===== src/source/dedekindPkg.sv =====
package dedekindPkg;

    // function geometry
    localparam int funcBits  = 128;          // truth table of a 7 variable function
    localparam int halfBits  = funcBits / 2; // one bot input line
    localparam int numPerms  = 6;            // orderings of A, B, C
    localparam int popBits   = $clog2(funcBits + 1); // popcount 0..128

    // result word fields
    localparam int indexBits = 23; // bot sequence number
    localparam int countBits = 3;  // pcoeffCount, 0..6
    localparam int sumBits   = 38; // summedData

    // result buffer
    localparam int fifoDepth    = 32;
    localparam int fifoAddrBits = $clog2(fifoDepth);
    localparam int inFlight     = 4;                         // regs between intake and fifo write
    localparam int slowLevel    = fifoDepth - inFlight - 1;  // stop intake at this fill

    // source index bit for the new A, B and C slot, one row per permValid bit
    // row 5 is ABC (identity), row 0 is CBA
    localparam int permSrc [numPerms][3] = '{
        '{6, 5, 4}, // CBA
        '{6, 4, 5}, // CAB
        '{5, 6, 4}, // BCA
        '{5, 4, 6}, // BAC
        '{4, 6, 5}, // ACB
        '{4, 5, 6}  // ABC
    };

    // stage 1 -> stage 2
    typedef struct packed {
        logic                 valid;
        logic [indexBits-1:0] index; // number since last new top
        logic [funcBits-1:0]  top;   // top in force when the bot was taken
        logic [funcBits-1:0]  bot;
    } botItemT;

    // stage 2 -> stage 3
    typedef struct packed {
        logic                 valid;
        logic [indexBits-1:0] index;
        logic [funcBits-1:0]  top;
        logic [funcBits-1:0]  bot;
        logic [numPerms-1:0]  permValid; // ABC ACB BAC BCA CAB CBA, msb first
    } checkItemT;

    // 64 bit result word
    typedef struct packed {
        logic [indexBits-1:0] index;       // 63:41
        logic [countBits-1:0] pcoeffCount; // 40:38
        logic [sumBits-1:0]   summedData;  // 37:0
    } resultT;

endpackage


===== src/source/botIntake.sv =====
`timescale 1ns/1ns

module botIntake import dedekindPkg::*; (
    input  logic                clock,
    input  logic                rstLocal,
    input  logic                ivalid,
    input  logic                startNewTop,
    input  logic [funcBits-1:0] bot,           // also carries top on startNewTop
    input  logic                slowInputting, // fifo near full
    output logic                oready,
    output botItemT             botItem
);

    logic [funcBits-1:0]  top;      // current top
    logic [indexBits-1:0] seqIndex; // next bot number
    logic                 accept;

    // host may only push while we are not throttled
    assign oready = !slowInputting;

    // a new top cycle never counts as a bot
    assign accept = ivalid && !slowInputting && !startNewTop;

    // payload capture
    always_ff @(posedge clock) begin
        if (accept) begin
            botItem.index <= seqIndex; // number it
            botItem.top   <= top;      // top travels with the bot
            botItem.bot   <= bot;
        end
    end

    // top register, counter and stage valid
    always_ff @(posedge clock) begin
        if (rstLocal) begin
            top           <= '0;
            seqIndex      <= '0;
            botItem.valid <= 1'b0;
        end else begin
            botItem.valid <= accept;
            if (startNewTop) begin
                top      <= bot; // reuse bot lines for top
                seqIndex <= '0;  // numbering restarts per top
            end else if (accept) begin
                seqIndex <= seqIndex + 1'b1;
            end
        end
    end

    // Older bots already hold their own copy of top, so loading a new one
    // here does not disturb anything still in the pipeline.

endmodule


===== src/source/permuteCheck6.sv =====
`timescale 1ns/1ns

module permuteCheck6 import dedekindPkg::*; (
    input  logic      clock,
    input  logic      rstLocal,
    input  botItemT   botItem,
    output checkItemT checkItem
);

    logic [funcBits-1:0] permBot [numPerms]; // bot with A/B/C reordered
    logic [numPerms-1:0] fits;               // permuted bot inside top

    // reorder index bits 4..6 of a truth table
    // new slot A reads old bit srcA and likewise for B and C
    // bits 3..0 pass unchanged
    function automatic logic [funcBits-1:0] permuteVars(
        input logic [funcBits-1:0] f,
        input int                  srcA,
        input int                  srcB,
        input int                  srcC
    );
        logic [funcBits-1:0] res;
        logic [6:0]          idx;
        logic [6:0]          src;
        res = '0;
        for (int i = 0; i < funcBits; i++) begin
            idx    = 7'(i);
            src    = {idx[srcC], idx[srcB], idx[srcA], idx[3:0]};
            res[i] = f[src];
        end
        return res;
    endfunction

    for (genvar k = 0; k < numPerms; k++) begin : gPerm
        assign permBot[k] = permuteVars(botItem.bot, permSrc[k][0], permSrc[k][1],
                                        permSrc[k][2]);
        assign fits[k]    = ~|(permBot[k] & ~botItem.top); // no bit outside top
    end

    // pass-through fields and mask
    always_ff @(posedge clock) begin
        checkItem.index     <= botItem.index;
        checkItem.top       <= botItem.top;
        checkItem.bot       <= botItem.bot;
        checkItem.permValid <= botItem.valid ? fits : '0; // bubbles carry no hits
    end

    always_ff @(posedge clock) begin
        if (rstLocal) begin
            checkItem.valid <= 1'b0;
        end else begin
            checkItem.valid <= botItem.valid;
        end
    end

endmodule


===== src/source/coeffAccumulate.sv =====
`timescale 1ns/1ns

module coeffAccumulate import dedekindPkg::*; (
    input  logic      clock,
    input  logic      rstLocal,
    input  checkItemT checkItem,
    output resultT    result,
    output logic      resultValid
);

    // first register
    logic                 validA;
    logic [indexBits-1:0] indexA;
    logic [popBits-1:0]   topCountA; // ones in top
    logic [popBits-1:0]   botCountA; // ones in bot
    logic [countBits-1:0] permCountA; // fitting permutations

    // second stage math
    logic [popBits-1:0] popDiff;
    logic [sumBits-1:0] summed;

    always_ff @(posedge clock) begin
        indexA     <= checkItem.index;
        topCountA  <= popBits'($countones(checkItem.top));
        botCountA  <= popBits'($countones(checkItem.bot));
        permCountA <= countBits'($countones(checkItem.permValid));
    end

    // Any fitting permutation keeps the popcount of bot, so bot <= top whenever
    // permCountA is nonzero. With no fit the wrapped difference is multiplied
    // by zero and drops out.
    assign popDiff = topCountA - botCountA;
    assign summed  = sumBits'(permCountA) * sumBits'(popDiff);

    always_ff @(posedge clock) begin
        result.index       <= indexA;
        result.pcoeffCount <= permCountA;
        result.summedData  <= summed; // uncovered top bits over all fits
    end

    // valid chain through both registers
    always_ff @(posedge clock) begin
        if (rstLocal) begin
            validA      <= 1'b0;
            resultValid <= 1'b0;
        end else begin
            validA      <= checkItem.valid;
            resultValid <= validA;
        end
    end

endmodule


===== src/source/outputBuffer.sv =====
`timescale 1ns/1ns

module outputBuffer import dedekindPkg::*; (
    input  logic   clock,
    input  logic   rstLocal,
    input  logic   resultValid,   // write strobe from the pipeline
    input  resultT result,
    input  logic   iready,        // host takes dataOut
    output logic   slowInputting, // throttle intake
    output logic   ovalid,
    output resultT dataOut
);

    resultT                  mem [fifoDepth]; // circular store
    logic [fifoAddrBits-1:0] wrPtr;
    logic [fifoAddrBits-1:0] rdPtr;
    logic [fifoAddrBits:0]   count;     // words held in mem
    logic [fifoAddrBits:0]   countNext;
    logic                    doRead;    // move head into dataOut

    // refill the output word when it is empty or being taken
    assign doRead = (count != '0) && (!ovalid || iready);

    always_comb begin
        countNext = count + (fifoAddrBits + 1)'(resultValid)
                          - (fifoAddrBits + 1)'(doRead);
    end

    // circular storage
    always_ff @(posedge clock) begin
        if (resultValid) begin
            mem[wrPtr] <= result;
        end
    end

    // registered read word
    always_ff @(posedge clock) begin
        if (doRead) begin
            dataOut <= mem[rdPtr];
        end
    end

    // pointers, fill level, output valid and throttle
    always_ff @(posedge clock) begin
        if (rstLocal) begin
            wrPtr         <= '0;
            rdPtr         <= '0;
            count         <= '0;
            ovalid        <= 1'b0;
            slowInputting <= 1'b0;
        end else begin
            if (resultValid) begin
                wrPtr <= wrPtr + 1'b1; // wraps at depth
            end
            if (doRead) begin
                rdPtr <= rdPtr + 1'b1;
            end
            count <= countNext;

            if (doRead) begin
                ovalid <= 1'b1; // fresh word presented
            end else if (iready) begin
                ovalid <= 1'b0; // taken, nothing behind it
            end

            // leaves room for everything still in the pipeline
            slowInputting <= (countNext >= slowLevel);
        end
    end

    // Worst case: fill reaches slowLevel on the same edge that takes one more
    // bot, then inFlight words still land, giving at most fifoDepth - 1.

endmodule


===== src/source/openCLFullPipeline.sv =====
`timescale 1ns/1ns

module openCLFullPipeline import dedekindPkg::*; (
    input  logic                clock,
    input  logic                rstLocal,
    input  logic                ivalid,
    input  logic                iready,
    output logic                ovalid,
    output logic                oready,
    input  logic                startNewTop, // bot lines carry top this cycle
    input  logic [halfBits-1:0] botLower,
    input  logic [halfBits-1:0] botUpper,
    output logic [63:0]         summedDataPcoeffCountOut // index, count, sum
);

    logic [funcBits-1:0] bot;           // joined input lines
    botItemT             botItem;       // stage 1 out
    checkItemT           checkItem;     // stage 2 out
    resultT              result;        // stage 4 out
    logic                resultValid;
    logic                slowInputting; // fifo back-pressure

    assign bot = {botUpper, botLower};

    botIntake i_botIntake (
        .clock         (clock),
        .rstLocal      (rstLocal),
        .ivalid        (ivalid),
        .startNewTop   (startNewTop),
        .bot           (bot),
        .slowInputting (slowInputting),
        .oready        (oready),
        .botItem       (botItem)
    );

    permuteCheck6 i_permuteCheck6 (
        .clock     (clock),
        .rstLocal  (rstLocal),
        .botItem   (botItem),
        .checkItem (checkItem)
    );

    coeffAccumulate i_coeffAccumulate (
        .clock       (clock),
        .rstLocal    (rstLocal),
        .checkItem   (checkItem),
        .result      (result),
        .resultValid (resultValid)
    );

    outputBuffer i_outputBuffer (
        .clock         (clock),
        .rstLocal      (rstLocal),
        .resultValid   (resultValid),
        .result        (result),
        .iready        (iready),
        .slowInputting (slowInputting),
        .ovalid        (ovalid),
        .dataOut       (summedDataPcoeffCountOut) // 64 bit resultT
    );

endmodule


===== config.mk =====
export PLATFORM = sky130hd
export DESIGN_NAME = openCLFullPipeline
export DESIGN_NICKNAME = d
export VERILOG_FILES = /design/src/source/dedekindPkg.sv /design/src/source/botIntake.sv /design/src/source/permuteCheck6.sv /design/src/source/coeffAccumulate.sv /design/src/source/outputBuffer.sv /design/src/source/openCLFullPipeline.sv
export SDC_FILE = /design/constraint.sdc
export NUM_CORES = 2
export LEC_CHECK = 0
export BUFFER_PORTS_ARGS = -buffer_cell sky130_fd_sc_hd__buf_2
export CAP_MARGIN = 15
export CORE_ASPECT_RATIO = 1.4
export CORE_MARGIN = 2
export CORE_UTILIZATION = 55
export DETAILED_ROUTE_END_ITERATION = 8
export PLACE_DENSITY = 0.81
export SKIP_CTS_REPAIR_TIMING = 1
export SYNTH_ARGS = -nofsm -noshare
export SYNTH_HDL_FRONTEND = slang
export SYNTH_SLANG_ARGS = --single-unit

===== constraint.sdc =====
create_clock -name clock -period 33.4 [get_ports clock]
set_input_delay 1.67 -clock clock [delete_from_list [all_inputs] [get_ports clock]]
set_output_delay 1.67 -clock clock [all_outputs]
set_load 0.01 [all_outputs]

After elaboration in Yosys (flattened, before gate mapping)
Memories as Yosys holds them, arrays and structs flattened. A register that Yosys moved wholly into a read port is not among the register bits.
Index checks and enable logic that the tools add are counted.
Widths: inputs -> output; s select.
Operators by class
  add/sub/neg operators: 265
  $mul: 1
  magnitude comparators: 1
  muxes and demuxes: 4
  bitwise logic cells: 7
  reduce and logical (&&, ||, !) cells: 22
Operators by type and width (count)
  $add 8x8->8: 126
  $and 128x128->128: 6
  $reduce_or 128->1: 6
  $add 1x1->2: 131
  $not 128->128: 1
  $add 23x1->23 const B: 1
  $mul 3x8->11: 1
  $add 5x1->5 const B: 2
  $logic_not 1->1: 9
  $sub 8x8->8: 1
  $add 3x3->3: 2
  $add 6x1->6: 1
  $ge 6x5->1 const B: 1
  $reduce_bool 6->1: 1
  $sub 6x1->6: 1
  $mux 1: 4
  $logic_and 1x1->1: 3
  $reduce_bool 2->1: 1
  $reduce_or 2->1: 1
  $logic_or 1x1->1: 1
Storage, ports and cells
  flip-flop bits (word level): 854
  RAM bits: 1184
  input port bits: 133
  memories kept: 1
Memory list
  i_outputBuffer.mem: depth 32, width 37, read ports 1, clocked after memory_dff 1, wr ports 1, RTL line outputBuffer.sv:14  | resultT mem [fifoDepth];

Longest topological paths before layout
  word-level depth: 7
  mapped depth: 26
  gate-level depth less buffers: 26

Cells and area by module
Synthesis repeated with hierarchy kept, for this count alone.
Second synthesis, totals
  cells, all modules: 6011
  area total of the unflattened synthesis: 112221.4 sq um
Modules (own cells, without submodules)
  outputBuffer: instances 1, cells each 3583, area each 80388.3 sq um, sequential area each 63781.2 sq um
  botIntake: instances 1, cells each 827, area each 13978.4 sq um, sequential area each 11421.0 sq um
  coeffAccumulate: instances 1, cells each 942, area each 9838.2 sq um, sequential area each 1621.6 sq um
  permuteCheck6: instances 1, cells each 659, area each 8016.4 sq um, sequential area each 5725.5 sq um

Worst setup path before layout
Ideal clock, no wire load.
  path type: input to register
  start: input port ivalid
  end: register i_botIntake.seqIndex[2]
  library setup time: 66 ps
  arrival time: 15294 ps
  data required time: 33334 ps
  path slack: 18040 ps
  cell stages on the path: 5
  path buffers: 0
  cells stage by stage: nor2b_1 -> nor2b_1 -> nand2_1 -> xor2_1 -> nor2_1
On the way
  longest elaborated chain between the ends: 2
RTL lines
  start, declared: RTL line openCLFullPipeline.sv:6  | input logic ivalid,
  $logic_and 1x1->1 (2 in series): RTL line botIntake.sv:22  | assign accept = ivalid && !slowInputting && !startNewTop;
  named net i_botIntake.accept: RTL line botIntake.sv:16  | logic accept;
  end signal, assigned: RTL line botIntake.sv:45  | seqIndex <= seqIndex + 1'b1;
  end, declared: RTL line botIntake.sv:15  | logic [indexBits-1:0] seqIndex;
The timed path passes the listed nets, and every way through them passes these cells.
A chain may end at the register's enable or synchronous reset.

Worst setup path after layout
  start: register i_permuteCheck6.checkItem[39] (netlist name)
  end: register i_coeffAccumulate.botCountA[7]
On the way
  longest elaborated chain between the ends: 7
RTL lines
  $add 1x1->2 (not written as such): RTL line coeffAccumulate.sv:25  | botCountA <= popBits'($countones(checkItem.bot));
  $add 8x8->8 (not written as such) (6 in series): RTL line coeffAccumulate.sv:25
  end signal, assigned: RTL line coeffAccumulate.sv:25
  end, declared: RTL line coeffAccumulate.sv:15  | logic [popBits-1:0] botCountA;
No other way between the ends.

==> summary.md <==
| Metric | Value |
|---|---|
| Area Overhead vs Synth | `11.4%` |
| WHS Path Cells | `0` |
| Share of cells above drive strength 1 | `17.6%` |
| Slew Viols, Final | `0` |
| Synth top area share | `55.7%` |
| Die span in y | `458 um` |
| CTS buffer count | `178` |
| Synth warn | `0` |
| Clock root cell | `clkbuf_16` |
| # clock sinks | `2,037` |
| Vias in the first global route | `44,200` |
| Max FO, Critical Path | `3` |
| Skew-Pair Late Insertion Delay | `0.83 ns` |
| Slew @ Worst Pin | `1.13 ns` |
| GPL Wtd Cong | `1.01` |
| I/O pin count | `199` |
| R2r setup slk | `25.79 ns` |
| Register area share after synthesis | `69.0%` |
| Max_cap viols | `0` |
| Seq cells post-synth | `2,037` |
| Setup crit start kind | `flip-flop` |
| Core box area | `146,000 um^2` |
| Crit path largest cell delay | `0.84 ns` |
| Crit path DAT | `8.35 ns` |
| Via count | `41,700` |
| Mapped Cells | `4,538` |
| Die ar. | `150,000 um^2` |
| Setup ws final | `25.79 ns` |
| Ranking of synthesized cells by area | `edfxtp_1 (56%), dfxtp_1 (13%), mux4_2 (9.3%), fa_1 (6.7%), ha_1 (3.1%)` |
| Syn Area/Cell | `17.8 um^2` |
| Post-synth top area cell | `edfxtp_1` |
| Max Clock Skew | `0.0364 ns` |
| Fin crit period | `7.61 ns` |
| Fraction of registers with async set/reset | `0%` |
| Final ANT Viol Nets | `0` |
| Highest clock rate | `0.131 GHz` |
| Count of final setup violators | `0` |
| Sequence of cells on the critical path | `ha_1, inv_1, fa_1, inv_1, fa_1, fa_1, fa_1, inv_1, fa_1, inv_1, fa_1, fa_1, fa_1, inv_1, fa_1, inv_1, ha_1, nor2b_1, o21ai_0, a21boi_0, or4_1, nand3_1` |
| Synth Flop Type | `edfxtp_1` |
| Crit path kind | `reg -> reg` |
| Post-synth cell types | `56` |
| Initial core utilization | `55.4%` |
| Placement Setup Slack | `26.09 ns` |
| Setup TNS | `0 ns` |
| Status | `completed` |
| First-pass GRT wire length | `309 mm` |
| CTS tree | `done` |
| Die width | `328 um` |
| Pin count of the biggest net entering global routing | `108` |
| FF-to-FF path depth | `22` |
| CTS H-Tree Depth | `4` |
| Reg2reg start | `i_permuteCheck6.checkItem[39]` |
| Initial antenna violation count | `9` |
| Overall routing resource usage | `29.3%` |
| Worst EP required | `34.15 ns` |
| Worst-path clk slew | `0.07 ns` |
| Worst r2r dst | `i_coeffAccumulate.botCountA[7]` |
| Detail Placement HPWL | `137 mm` |
| DRC violations left | `0` |
| CTS Buffer Depth | `3` |
| Min-delay src | `i_permuteCheck6.checkItem[280]` |
| Hold endpoint | `i_coeffAccumulate.indexA[18]` |
| Post-synth EDFFs | `1,500` |
| TritonRoute pass-1 iters | `7` |
| HP Class | `reg -> reg` |
| DRT iter0 DRCs | `4,419` |
| Hold Vio Cnt, Final | `0` |
| CP Capture Type | `flip-flop` |
| Synth top cells by count | `edfxtp_1 (1,500), dfxtp_1 (537), inv_1 (514), mux4_2 (333), fa_1 (271)` |
| WL/cell | `31.4 um` |
| DR vias/cell | `6.05` |
| Total gr overflow | `0` |
| Routed Wire Length | `217 mm` |
| Post-Syn Area | `80,800 um^2` |
| CP max stage cell | `fa_1` |
| # nets final | `5,411` |
| RSZ-0062 raised after global routing | `no` |
| # rows | `166` |
| Number of port buffers | `171` |
| Relative slew slack | `24.8%` |
| Period Utilization, post-route | `22.8%` |
| Worst path most repeated cell | `fa_1` |
| Top-count cell post-synth | `edfxtp_1` |
-- worst max-delay path: cells and delay by family, from the launching register on --
family	cells	cell delay (ns)
DFF	1	0.32
buffers and inverters	6	0.50
AOI/OAI and AO/OA	2	0.42
and+or+nand+nor	3	0.68
adders and majority gates	11	5.60
-- registers in the layout (all words and copies together) (netlist names), 6 cells and up --
name	flops
i_outputBuffer.dataOut	37
i_coeffAccumulate.topCountA	8
i_botIntake.seqIndex	23
i_outputBuffer.mem	1184
i_outputBuffer.count	6
i_coeffAccumulate.result	37
i_coeffAccumulate.botCountA	8
i_coeffAccumulate.indexA	23
i_permuteCheck6.checkItem	286
i_botIntake.botItem	280
i_botIntake.top	128
-- final cells by class --
class | instances | area (um^2)
antenna | 5 | 12.5
clock buffer | 240 | 4970
clock inverter | 96 | 1020
fill | 9915 | 55900
inverter | 514 | 1930
multi-input combinational | 1844 | 22600
sequential | 2037 | 55800
tap | 1932 | 2420
timing repair buffer | 231 | 1350
-- layout by cell type (no fill, tap or decap), drive strengths merged, types with 5 or more instances in the layout --
master    Yosys  layout
edfxtp     1500    1500
dfxtp       537     537
inv         514     525
mux4        333     333
fa          271     271
clkbuf       68     240
buf         101     231
nor2        214     214
mux2i       208     208
ha          201     201
nand2b      128     128
o22ai        73      73
clkinv        0      68
o2111ai      41      41
o21a         39      39
nand2        39      39
a22oi        37      37
xnor2        32      32
nor4         32      32
conb          1      27
nor3         23      23
a21oi        19      19
o21ai        16      16
nand4        16      16
xor2         14      14
nand3        13      13
nor2b        13      13
bufinv        0      12
a21o          8       8
or3           7       7
diode         0       5
clkinvlp      0       5
and2          5       5
-- cells by family (layout without fill, tap and decap cells) --
logic type / after synthesis / after routing / share of synthesized area, %
compound gates: 254 / 254 / 2.22
xor+xnor: 46 / 46 / 0.498
fa+ha+maj: 472 / 472 / 9.82
buf+inv: 683 / 1081 / 3.50
flops: 2037 / 2037 / 69.0
mux: 541 / 541 / 11.9
other cells: 1 / 32 / 0.00464
simple gates: 504 / 504 / 3.09
-- routing by layer --
layer | wire length (um) | vias to the layer above | GRT usage, %
met5 | 28 | - | 0
met2 | 113000 | 2369 | 51.5
met1 | 70900 | 21400 | 32.8
li1 | - | 17300 | -
met4 | 16200 | 4 | 18.8
met3 | 16300 | 660 | 5.32
-- worst max path at each step --
| stage | startpoint | to | slack [ns] | cells past startpoint |
|---|---|---|---|---|
| 5_1_grt | i_permuteCheck6.checkItem[39] | i_coeffAccumulate.botCountA[7] | 25.68 | 22 |
| 2_1_floorplan | ivalid | i_botIntake.seqIndex[2] | 18.04 | 5 |
| 4_1_cts | i_permuteCheck6.checkItem[39] | i_coeffAccumulate.botCountA[7] | 26.05 | 22 |
| 6_report | i_permuteCheck6.checkItem[39] | i_coeffAccumulate.botCountA[7] | 25.79 | 22 |
| 3_3_place_gp | i_permuteCheck6.checkItem[38] | i_coeffAccumulate.botCountA[7] | 26.18 | 22 |
| 3_5_place_dp | i_permuteCheck6.checkItem[39] | i_coeffAccumulate.botCountA[7] | 26.09 | 22 |
-- per-stage QoR --
step	cell area, um^2	hold WS (ns)	util (%)	cells
floorplan	80900	0.310	-	4564
global placement	84100	0.311	57.6	6557
detailed placement	84100	0.313	57.6	6557
CTS	90000	0.319	61.7	6893
global route	90100	0.321	61.7	6895
finish	90100	0.316	61.7	6899
Power is left out: the tool's default activity adds up to more than one toggle a clock period on the data nets, which glitch-free logic cannot reach.
